[src/decode_pkg.sv]
package decode_pkg;

   // width of the flat decoded-op vector
   localparam int DECODE_RES_BIT = 20;

   typedef logic [DECODE_RES_BIT-1:0] dec_op_t;

   // sub-code widths
   typedef logic [3:0] alu_code_t;
   typedef logic [3:0] bru_code_t;

   // bit positions inside dec_op_t
   localparam int GR_WEN       = 0;
   localparam int ALU_RELATED  = 1;
   localparam int ALU_CODE_LSB = 2;
   localparam int ALU_CODE_MSB = 5;
   localparam int LSU_RELATED  = 6;
   localparam int LSU_STORE    = 7;
   localparam int BRU_RELATED  = 8;
   localparam int BRU_CODE_LSB = 9;
   localparam int BRU_CODE_MSB = 12;
   localparam int IMM_USED     = 13;
   localparam int SYSCALL      = 14;
   localparam int BREAK        = 15;
   localparam int INE          = 16;
   // bits 19:17 reserved, always zero
   localparam int RSVD_LSB     = 17;
   localparam int RSVD_MSB     = 19;

   // alu sub-codes
   // zero means no alu op
   localparam alu_code_t ALU_NONE = 4'd0;
   localparam alu_code_t ALU_ADD  = 4'd1;
   localparam alu_code_t ALU_SUB  = 4'd2;
   localparam alu_code_t ALU_AND  = 4'd3;
   localparam alu_code_t ALU_OR   = 4'd4;
   localparam alu_code_t ALU_XOR  = 4'd5;

   // branch unit sub-codes
   localparam bru_code_t BRU_NONE = 4'd0;
   localparam bru_code_t BRU_JIRL = 4'd1;
   localparam bru_code_t BRU_B    = 4'd2;
   localparam bru_code_t BRU_BL   = 4'd3;
   localparam bru_code_t BRU_BEQ  = 4'd4;
   localparam bru_code_t BRU_BNE  = 4'd5;

endpackage

[src/la32_isa_pkg.sv]
package la32_isa_pkg;

   // basic widths of the la32 integer subset
   typedef logic [31:0] inst_t;
   typedef logic [31:0] pc_t;
   typedef logic [4:0]  reg_idx_t;
   typedef logic [5:0]  exccode_t;

   // register fields, same place in every format
   localparam int RD_LSB = 0;
   localparam int RD_MSB = 4;
   localparam int RJ_LSB = 5;
   localparam int RJ_MSB = 9;

   // opcode field widths, all left aligned at bit 31
   localparam int OPC17_LSB = 15;
   localparam int OPC10_LSB = 22;
   localparam int OPC6_LSB  = 26;

   // 3R type and system, opcode in bits 31:15
   localparam logic [16:0] OPC_ADD_W   = 17'h00020;
   localparam logic [16:0] OPC_SUB_W   = 17'h00022;
   localparam logic [16:0] OPC_AND     = 17'h00029;
   localparam logic [16:0] OPC_OR      = 17'h0002A;
   localparam logic [16:0] OPC_XOR     = 17'h0002B;
   localparam logic [16:0] OPC_BREAK   = 17'h00054;
   localparam logic [16:0] OPC_SYSCALL = 17'h00056;

   // 2RI12 type, opcode in bits 31:22
   localparam logic [9:0] OPC_ADDI_W = 10'h00A;
   localparam logic [9:0] OPC_LD_W   = 10'h0A2;
   localparam logic [9:0] OPC_ST_W   = 10'h0A6;

   // branch and jump, opcode in bits 31:26
   localparam logic [5:0] OPC_JIRL = 6'h13;
   localparam logic [5:0] OPC_B    = 6'h14;
   localparam logic [5:0] OPC_BL   = 6'h15;
   localparam logic [5:0] OPC_BEQ  = 6'h16;
   localparam logic [5:0] OPC_BNE  = 6'h17;

   // estat ecode values
   localparam exccode_t EXC_INT = 6'h00;
   localparam exccode_t EXC_SYS = 6'h0B;
   localparam exccode_t EXC_BRK = 6'h0C;
   localparam exccode_t EXC_INE = 6'h0D;

endpackage
[src/ifu_dec_top.sv]
`timescale 1ns/1ps

module ifu_dec_top
   import la32_isa_pkg::*, decode_pkg::*;
(
   input  logic     clk,
   input  logic     rst_n,
   // from fetch
   input  logic     fetch_valid,
   output logic     fetch_ready,
   input  pc_t      fetch_pc,
   input  inst_t    fetch_inst,
   input  logic     fetch_exception,
   input  exccode_t fetch_exccode,
   input  logic     int_except,
   // to execute
   output logic     dec_valid,
   input  logic     dec_ready,
   output pc_t      dec_pc,
   output inst_t    dec_inst,
   output dec_op_t  dec_op,
   output logic     dec_rf_wen,
   output reg_idx_t dec_rf_target,
   output logic     dec_exception,
   output exccode_t dec_exccode
);

   // decode results, same cycle as fetch
   dec_op_t  d_op;
   logic     d_rf_wen;
   reg_idx_t d_rf_target;
   logic     d_exception;
   exccode_t d_exccode;

   ifu_dec u_ifu_dec (
      .clk             (clk),
      .rst_n           (rst_n),
      .inst            (fetch_inst),
      .fetch_exception (fetch_exception),
      .fetch_exccode   (fetch_exccode),
      .int_except      (int_except),
      .op              (d_op),
      .rf_wen          (d_rf_wen),
      .rf_target       (d_rf_target),
      .exception       (d_exception),
      .exccode         (d_exccode)
   );

   // one stage toward execute
   dec_pipe_reg u_dec_pipe_reg (
      .clk           (clk),
      .rst_n         (rst_n),
      .in_valid      (fetch_valid),
      .in_ready      (fetch_ready),
      .in_pc         (fetch_pc),
      .in_inst       (fetch_inst),
      .in_op         (d_op),
      .in_rf_wen     (d_rf_wen),
      .in_rf_target  (d_rf_target),
      .in_exception  (d_exception),
      .in_exccode    (d_exccode),
      .out_valid     (dec_valid),
      .out_ready     (dec_ready),
      .out_pc        (dec_pc),
      .out_inst      (dec_inst),
      .out_op        (dec_op),
      .out_rf_wen    (dec_rf_wen),
      .out_rf_target (dec_rf_target),
      .out_exception (dec_exception),
      .out_exccode   (dec_exccode)
   );

endmodule

[src/dec_pipe_reg.sv]
`timescale 1ns/1ps

module dec_pipe_reg
   import la32_isa_pkg::*, decode_pkg::*;
(
   input  logic     clk,
   input  logic     rst_n,
   input  logic     in_valid,
   output logic     in_ready,
   input  pc_t      in_pc,
   input  inst_t    in_inst,
   input  dec_op_t  in_op,
   input  logic     in_rf_wen,
   input  reg_idx_t in_rf_target,
   input  logic     in_exception,
   input  exccode_t in_exccode,
   output logic     out_valid,
   input  logic     out_ready,
   output pc_t      out_pc,
   output inst_t    out_inst,
   output dec_op_t  out_op,
   output logic     out_rf_wen,
   output reg_idx_t out_rf_target,
   output logic     out_exception,
   output exccode_t out_exccode
);

   logic load;

   // accept when empty or when the slot drains this cycle
   assign in_ready = !out_valid || out_ready;
   assign load     = in_valid && in_ready;

   // slot valid bit
   always_ff @(posedge clk) begin
      if (!rst_n)
         out_valid <= 1'b0;
      else if (load)
         out_valid <= 1'b1;
      else if (out_ready)
         out_valid <= 1'b0;
   end

   // payload only moves on a load, holds under back-pressure
   always_ff @(posedge clk) begin
      if (load) begin
         out_pc        <= in_pc;
         out_inst      <= in_inst;
         out_op        <= in_op;
         out_rf_wen    <= in_rf_wen;
         out_rf_target <= in_rf_target;
         out_exception <= in_exception;
         out_exccode   <= in_exccode;
      end
   end

endmodule

[src/ifu_dec.sv]
`timescale 1ns/1ps

module ifu_dec
   import la32_isa_pkg::*, decode_pkg::*;
(
   input  logic     clk,
   input  logic     rst_n,
   input  inst_t    inst,
   input  logic     fetch_exception,
   input  exccode_t fetch_exccode,
   input  logic     int_except,
   output dec_op_t  op,
   output logic     rf_wen,
   output reg_idx_t rf_target,
   output logic     exception,
   output exccode_t exccode
);

   // purely combinational, clk and rst_n only follow the block convention
   dec_op_t  dec_res;
   logic     is_bl;
   reg_idx_t waddr;

   inst_decoder u_inst_decoder (
      .inst (inst),
      .res  (dec_res)
   );

   // bl links into r1, everything else into rd
   assign is_bl = dec_res[BRU_RELATED] &&
                  (dec_res[BRU_CODE_MSB:BRU_CODE_LSB] == BRU_BL);
   assign waddr = is_bl ? reg_idx_t'(1) : inst[RD_MSB:RD_LSB];

   assign op     = dec_res;
   assign rf_wen = dec_res[GR_WEN];
   // no write, no target
   assign rf_target = rf_wen ? waddr : '0;

   // any source raises the flag
   assign exception = int_except || fetch_exception ||
                      dec_res[SYSCALL] || dec_res[BREAK] || dec_res[INE];

   // code priority: int, fetch, sys, brk, ine
   always_comb begin
      if (int_except)
         exccode = EXC_INT;
      else if (fetch_exception)
         exccode = fetch_exccode;
      else if (dec_res[SYSCALL])
         exccode = EXC_SYS;
      else if (dec_res[BREAK])
         exccode = EXC_BRK;
      else if (dec_res[INE])
         exccode = EXC_INE;
      else
         exccode = '0;
   end

endmodule

[src/inst_decoder.sv]
`timescale 1ns/1ps

module inst_decoder
   import la32_isa_pkg::*, decode_pkg::*;
(
   input  inst_t   inst,
   output dec_op_t res
);

   // the three opcode field views
   logic [16:0] op17;
   logic [9:0]  op10;
   logic [5:0]  op6;

   // per-category pieces, packed into res below
   logic      wen;
   logic      alu_en;
   alu_code_t alu_code;
   logic      lsu_en;
   logic      lsu_store;
   logic      bru_en;
   bru_code_t bru_code;
   logic      imm;
   logic      sys;
   logic      brk;
   logic      hit;

   assign op17 = inst[31:OPC17_LSB];
   assign op10 = inst[31:OPC10_LSB];
   assign op6  = inst[31:OPC6_LSB];

   always_comb begin
      wen       = 1'b0;
      alu_en    = 1'b0;
      alu_code  = ALU_NONE;
      lsu_en    = 1'b0;
      lsu_store = 1'b0;
      bru_en    = 1'b0;
      bru_code  = BRU_NONE;
      imm       = 1'b0;
      sys       = 1'b0;
      brk       = 1'b0;
      hit       = 1'b1;
      // 3R and system group first
      case (op17)
         OPC_ADD_W:   alu_code = ALU_ADD;
         OPC_SUB_W:   alu_code = ALU_SUB;
         OPC_AND:     alu_code = ALU_AND;
         OPC_OR:      alu_code = ALU_OR;
         OPC_XOR:     alu_code = ALU_XOR;
         OPC_SYSCALL: sys = 1'b1;
         OPC_BREAK:   brk = 1'b1;
         default:     hit = 1'b0;
      endcase
      // 3R ops all write rd
      if (alu_code != ALU_NONE) begin
         alu_en = 1'b1;
         wen    = 1'b1;
      end
      if (!hit) begin
         hit = 1'b1;
         case (op10)
            OPC_ADDI_W: begin
               alu_en   = 1'b1;
               alu_code = ALU_ADD;
               wen      = 1'b1;
            end
            OPC_LD_W: begin
               lsu_en = 1'b1;
               wen    = 1'b1;
            end
            OPC_ST_W: begin
               lsu_en    = 1'b1;
               lsu_store = 1'b1;
            end
            default: hit = 1'b0;
         endcase
         imm = hit;
      end
      if (!hit) begin
         hit = 1'b1;
         case (op6)
            OPC_JIRL: bru_code = BRU_JIRL;
            OPC_B:    bru_code = BRU_B;
            OPC_BL:   bru_code = BRU_BL;
            OPC_BEQ:  bru_code = BRU_BEQ;
            OPC_BNE:  bru_code = BRU_BNE;
            default:  hit = 1'b0;
         endcase
         bru_en = hit;
         imm    = hit;
         // only jirl and bl link
         wen    = (bru_code == BRU_JIRL) || (bru_code == BRU_BL);
      end
   end

   always_comb begin
      res                           = '0;
      res[GR_WEN]                   = wen;
      res[ALU_RELATED]              = alu_en;
      res[ALU_CODE_MSB:ALU_CODE_LSB] = alu_code;
      res[LSU_RELATED]              = lsu_en;
      res[LSU_STORE]                = lsu_store;
      res[BRU_RELATED]              = bru_en;
      res[BRU_CODE_MSB:BRU_CODE_LSB] = bru_code;
      res[IMM_USED]                 = imm;
      res[SYSCALL]                  = sys;
      res[BREAK]                    = brk;
      res[RSVD_MSB:RSVD_LSB]        = '0;
      // unknown encoding flags INE and nothing else
      res[INE]                      = !hit;
   end

endmodule

[config.mk]
export PLATFORM = sky130hd
export DESIGN_NAME = ifu_dec_top
export DESIGN_NICKNAME = d
export VERILOG_FILES = /design/src/decode_pkg.sv /design/src/la32_isa_pkg.sv /design/src/ifu_dec_top.sv /design/src/dec_pipe_reg.sv /design/src/ifu_dec.sv /design/src/inst_decoder.sv
export SDC_FILE = /design/constraint.sdc
export NUM_CORES = 1
export LEC_CHECK = 0
export BUFFER_PORTS_ARGS = -buffer_cell sky130_fd_sc_hd__buf_2
export CORE_ASPECT_RATIO = 2
export CORE_MARGIN = 5
export CORE_UTILIZATION = 46
export DETAILED_ROUTE_END_ITERATION = 10
export PLACE_DENSITY = 0.8
export SLEW_MARGIN = 20
export SYNTH_ARGS = -nofsm -noshare
export SYNTH_HDL_FRONTEND = slang
export SYNTH_HIERARCHICAL = 1
export SYNTH_SLANG_ARGS = --single-unit
[constraint.sdc]
create_clock -name clk -period 2.2 [get_ports clk]
set_clock_uncertainty 0.15 [all_clocks]
set_input_delay 0.11 -clock clk [delete_from_list [all_inputs] [get_ports clk]]
set_output_delay 0.11 -clock clk [all_outputs]
set_load 0.01 [all_outputs]
==> flow_summary.toml <==
[power]
p_switching_mw = 0.889
swShare = 0.207
power_frac_seq = 0.514
p_leak_nw = 2.34
pwr-share-comb = 0.108
intPower_mw = 3.40
ir_worst_vdd_mv = 0.554
total_power_mw = 4.29
p_per_area_nw_per_um2 = 774
clock_power_share = 0.378

[clock_network]
cts.sinks = 98
clk_path_buf_depth = 2
cts-root-buf = "clkbuf_16"
numCtsBuffers = 9
clkSlewWorstSetupHoldPaths_ns = 0.06
clk_latency_ns = 0.33
tritoncts = "done"
htreeDepth = 3

[logic_synthesis]
synth_cells = 190
netlist_area_um2 = 3560
synthTopCellsByArea = "edfxtp_1, buf_4, nor4_4"
async_reset_ff_frac = 0
synthFlopType = "edfxtp_1"
yosysSeqAreaShare = 0.824
yosys_warnings = 6
synth_seq_cells = 98
syn_avg_cell_area_um2 = 18.7
synthTopCellsByCount = "edfxtp_1, buf_4, nor2_1, nand2_1, nor3_1"
synth.top_cell.area_share = 0.819
synth_top_cell_by_area = "edfxtp_1"
synth-edff-count = 97
yosysUniqueCellTypes = 39
synth_most_common_cell = "edfxtp_1"

[critical_path]
worstPathArrival_ns = 2.07
start_kind = "input port"
worst-path-max-fanout = 5
crit_type = "input port to register"
endpoint_kind = "register"
r2r_end = "u_dec_pipe_reg/out_op[15]"
critical_path_required_ns = 2.14
worst_r2r_path_depth = 3
rrSetupSlack_ns = 0.57
rr_startpoint = "u_dec_pipe_reg/out_valid"

[cells_and_area]
fillers = 502
multi_input_comb_area_um2 = 519
antennaDiodeCount = 0
seq_area_um2 = 2930
fin_util = 0.728
layout.nets = 515
area_growth_pct = 55.6
drive_gt1_frac = 0.472

[place]
hpwlAfterDp_um = 6370
portBuffers = 174
dp_slack_ns = 0.325
place_congestion = 0.752

[worst_hold_path]
holdPathStages = 3
min_from = "fetch_exccode[0]"
hold_path_class = "input port to register"
holdPathEnd = "u_dec_pipe_reg/out_exccode[0]"

[timing]
finalHoldViolCount = 0
post-route-period-util = 0.969
whs_ns = 0.0190
setup_slack_ns = 0.0674
setup_viol = 0
fmax_ghz = 0.469
grt_setup_unrepaired = "false"
final_max_slew_viol_count = 0
setup_tns_ns = 0
fin_crit_ns = 2.13

[outcome]
status = "completed"

[routing]
via_count = 2576
ant_nets = 0
first_pass_iters = 4
drt_wl_total_um = 9420
wl_per_cell_um = 17.5
wl_met2_um = 5170
route.detailed.drc = 0
met3_length_um = 655
wl_met1_um = 3260
topRoutingLayerUsed = "met4"
routed_via_density = 4.80
drt_iter0_markers = 141

[global_route]
grt_max_degree = 37
grt_pass1_wl_um = 13900
grt_usage = 0.194
grt_pass1_vias = 2677
antenna_found_initial = 0
overflow = 0

[floorplan]
die_w_um = 72.2
start_util = 0.468
io_pins = 175
coreArea_um2 = 7600
dieArea_um2 = 9700
die_h_um = 134
row_count = 45

[flow_run]
cap_viol_max_count = 0
## layout by cell type, fill, tap and decap left out, types with 2 or more instances in the layout
| cell type | n |
|---|---|
| and3b_1 | 3 |
| dlygate4sd3_1 | 71 |
| nand3_1 | 2 |
| bufinv_16 | 2 |
| nor2_1 | 11 |
| clkbuf_16 | 9 |
| o21ai_0 | 3 |
| nor4_4 | 2 |
| conb_1 | 5 |
| buf_2 | 174 |
| nor3_1 | 6 |
| inv_1 | 4 |
| buf_12 | 2 |
| a21oi_1 | 5 |
| and2_1 | 2 |
| nand2_1 | 8 |
| nor2b_1 | 2 |
| and3_2 | 4 |
| edfxtp_1 | 97 |
| and3_1 | 2 |
| buf_4 | 2 |
## final cells by class
| cell class | instances | share of cell area |
|---|---|---|
| timing repair buffer | 249 | 0.296 |
| sequential | 98 | 0.530 |
| clock inverter | 6 | 0.0163 |
| tap | 94 | 0.0212 |
| multi-input combinational | 77 | 0.0938 |
| inverter | 4 | 0.00271 |
| clock buffer | 9 | 0.0407 |
## through the flow
stage          instance area [um2]  cells
3_3_place_gp                  4500    450
6_report                      5540    537
3_5_place_dp                  4500    450
5_1_grt                       5540    537
2_1_floorplan                 3570    194
4_1_cts                       5520    536
## worst max-delay path, stage by stage
cell and delay [ns]:
dlygate4sd3_1 0.55, buf_2 0.16, nor4b_1 0.43, nor2_1 0.12, o22ai_2 0.14, nor3_1 0.09, nor3_1 0.23, o21ai_0 0.10
nor2b_1 0.13
## metal layers
layer  global-route usage  vias to the layer above
met5                    0                        -
met4                0.101                        0
met3               0.0443                       26
met2                0.344                      137
met1                0.207                     1202
li1                     -                     1211
## power by group through the flow
stage | sequential (mW) | combinational (mW) | clock [mW]
final | 2.20 | 0.465 | 1.62
after global routing | 2.21 | 0.496 | 1.74
after CTS | 2.20 | 0.463 | 1.65
after detailed placement | 2.24 | 0.362 | 0
after global placement | 2.24 | 0.352 | 0
after floorplan | 2.30 | 0.0828 | 0
## state kept, by name (all words and copies together), names as in the netlist
signal	count
u_dec_pipe_reg/out_pc	32
u_dec_pipe_reg/out_inst	32
u_dec_pipe_reg/out_rf_target	5
u_dec_pipe_reg/out_exception	1
u_dec_pipe_reg/out_exccode	6
u_dec_pipe_reg/out_op	20
u_dec_pipe_reg/out_rf_wen	1
u_dec_pipe_reg/out_valid	1
## what timing repair did
| action | in CTS | in global routing |
|---|---|---|
| endpoints found under the setup margin | 0 | 1 |
| resized for setup | 0 | 1 |
| buffers inserted | 0 | 1 |
| endpoints found under the hold margin | 76 | 0 |
| hold buffers | 71 | 0 |
## logic make-up after synthesis
family                 after synthesis  synth area share
AOI/OAI and AO/OA                   15            0.0288
and+or+nand+nor                     56             0.108
other                                1           0.00105
DFF                                 98             0.824
buffers and inverters               19            0.0352
muxes                                1           0.00281
## how the worst max path moves through the flow
stage	start	endpoint	cells past startpoint
global route	fetch_inst[29]	u_dec_pipe_reg/out_exccode[3]	9
global placement	fetch_inst[28]	u_dec_pipe_reg/out_exccode[3]	8
detailed placement	fetch_inst[28]	u_dec_pipe_reg/out_exccode[3]	8
finish	fetch_inst[29]	u_dec_pipe_reg/out_exccode[3]	9
CTS	fetch_inst[26]	u_dec_pipe_reg/out_exccode[3]	9
floorplan	u_dec_pipe_reg/out_valid	u_dec_pipe_reg/out_exccode[0]	2
Power figures use the tool's default switching activity.
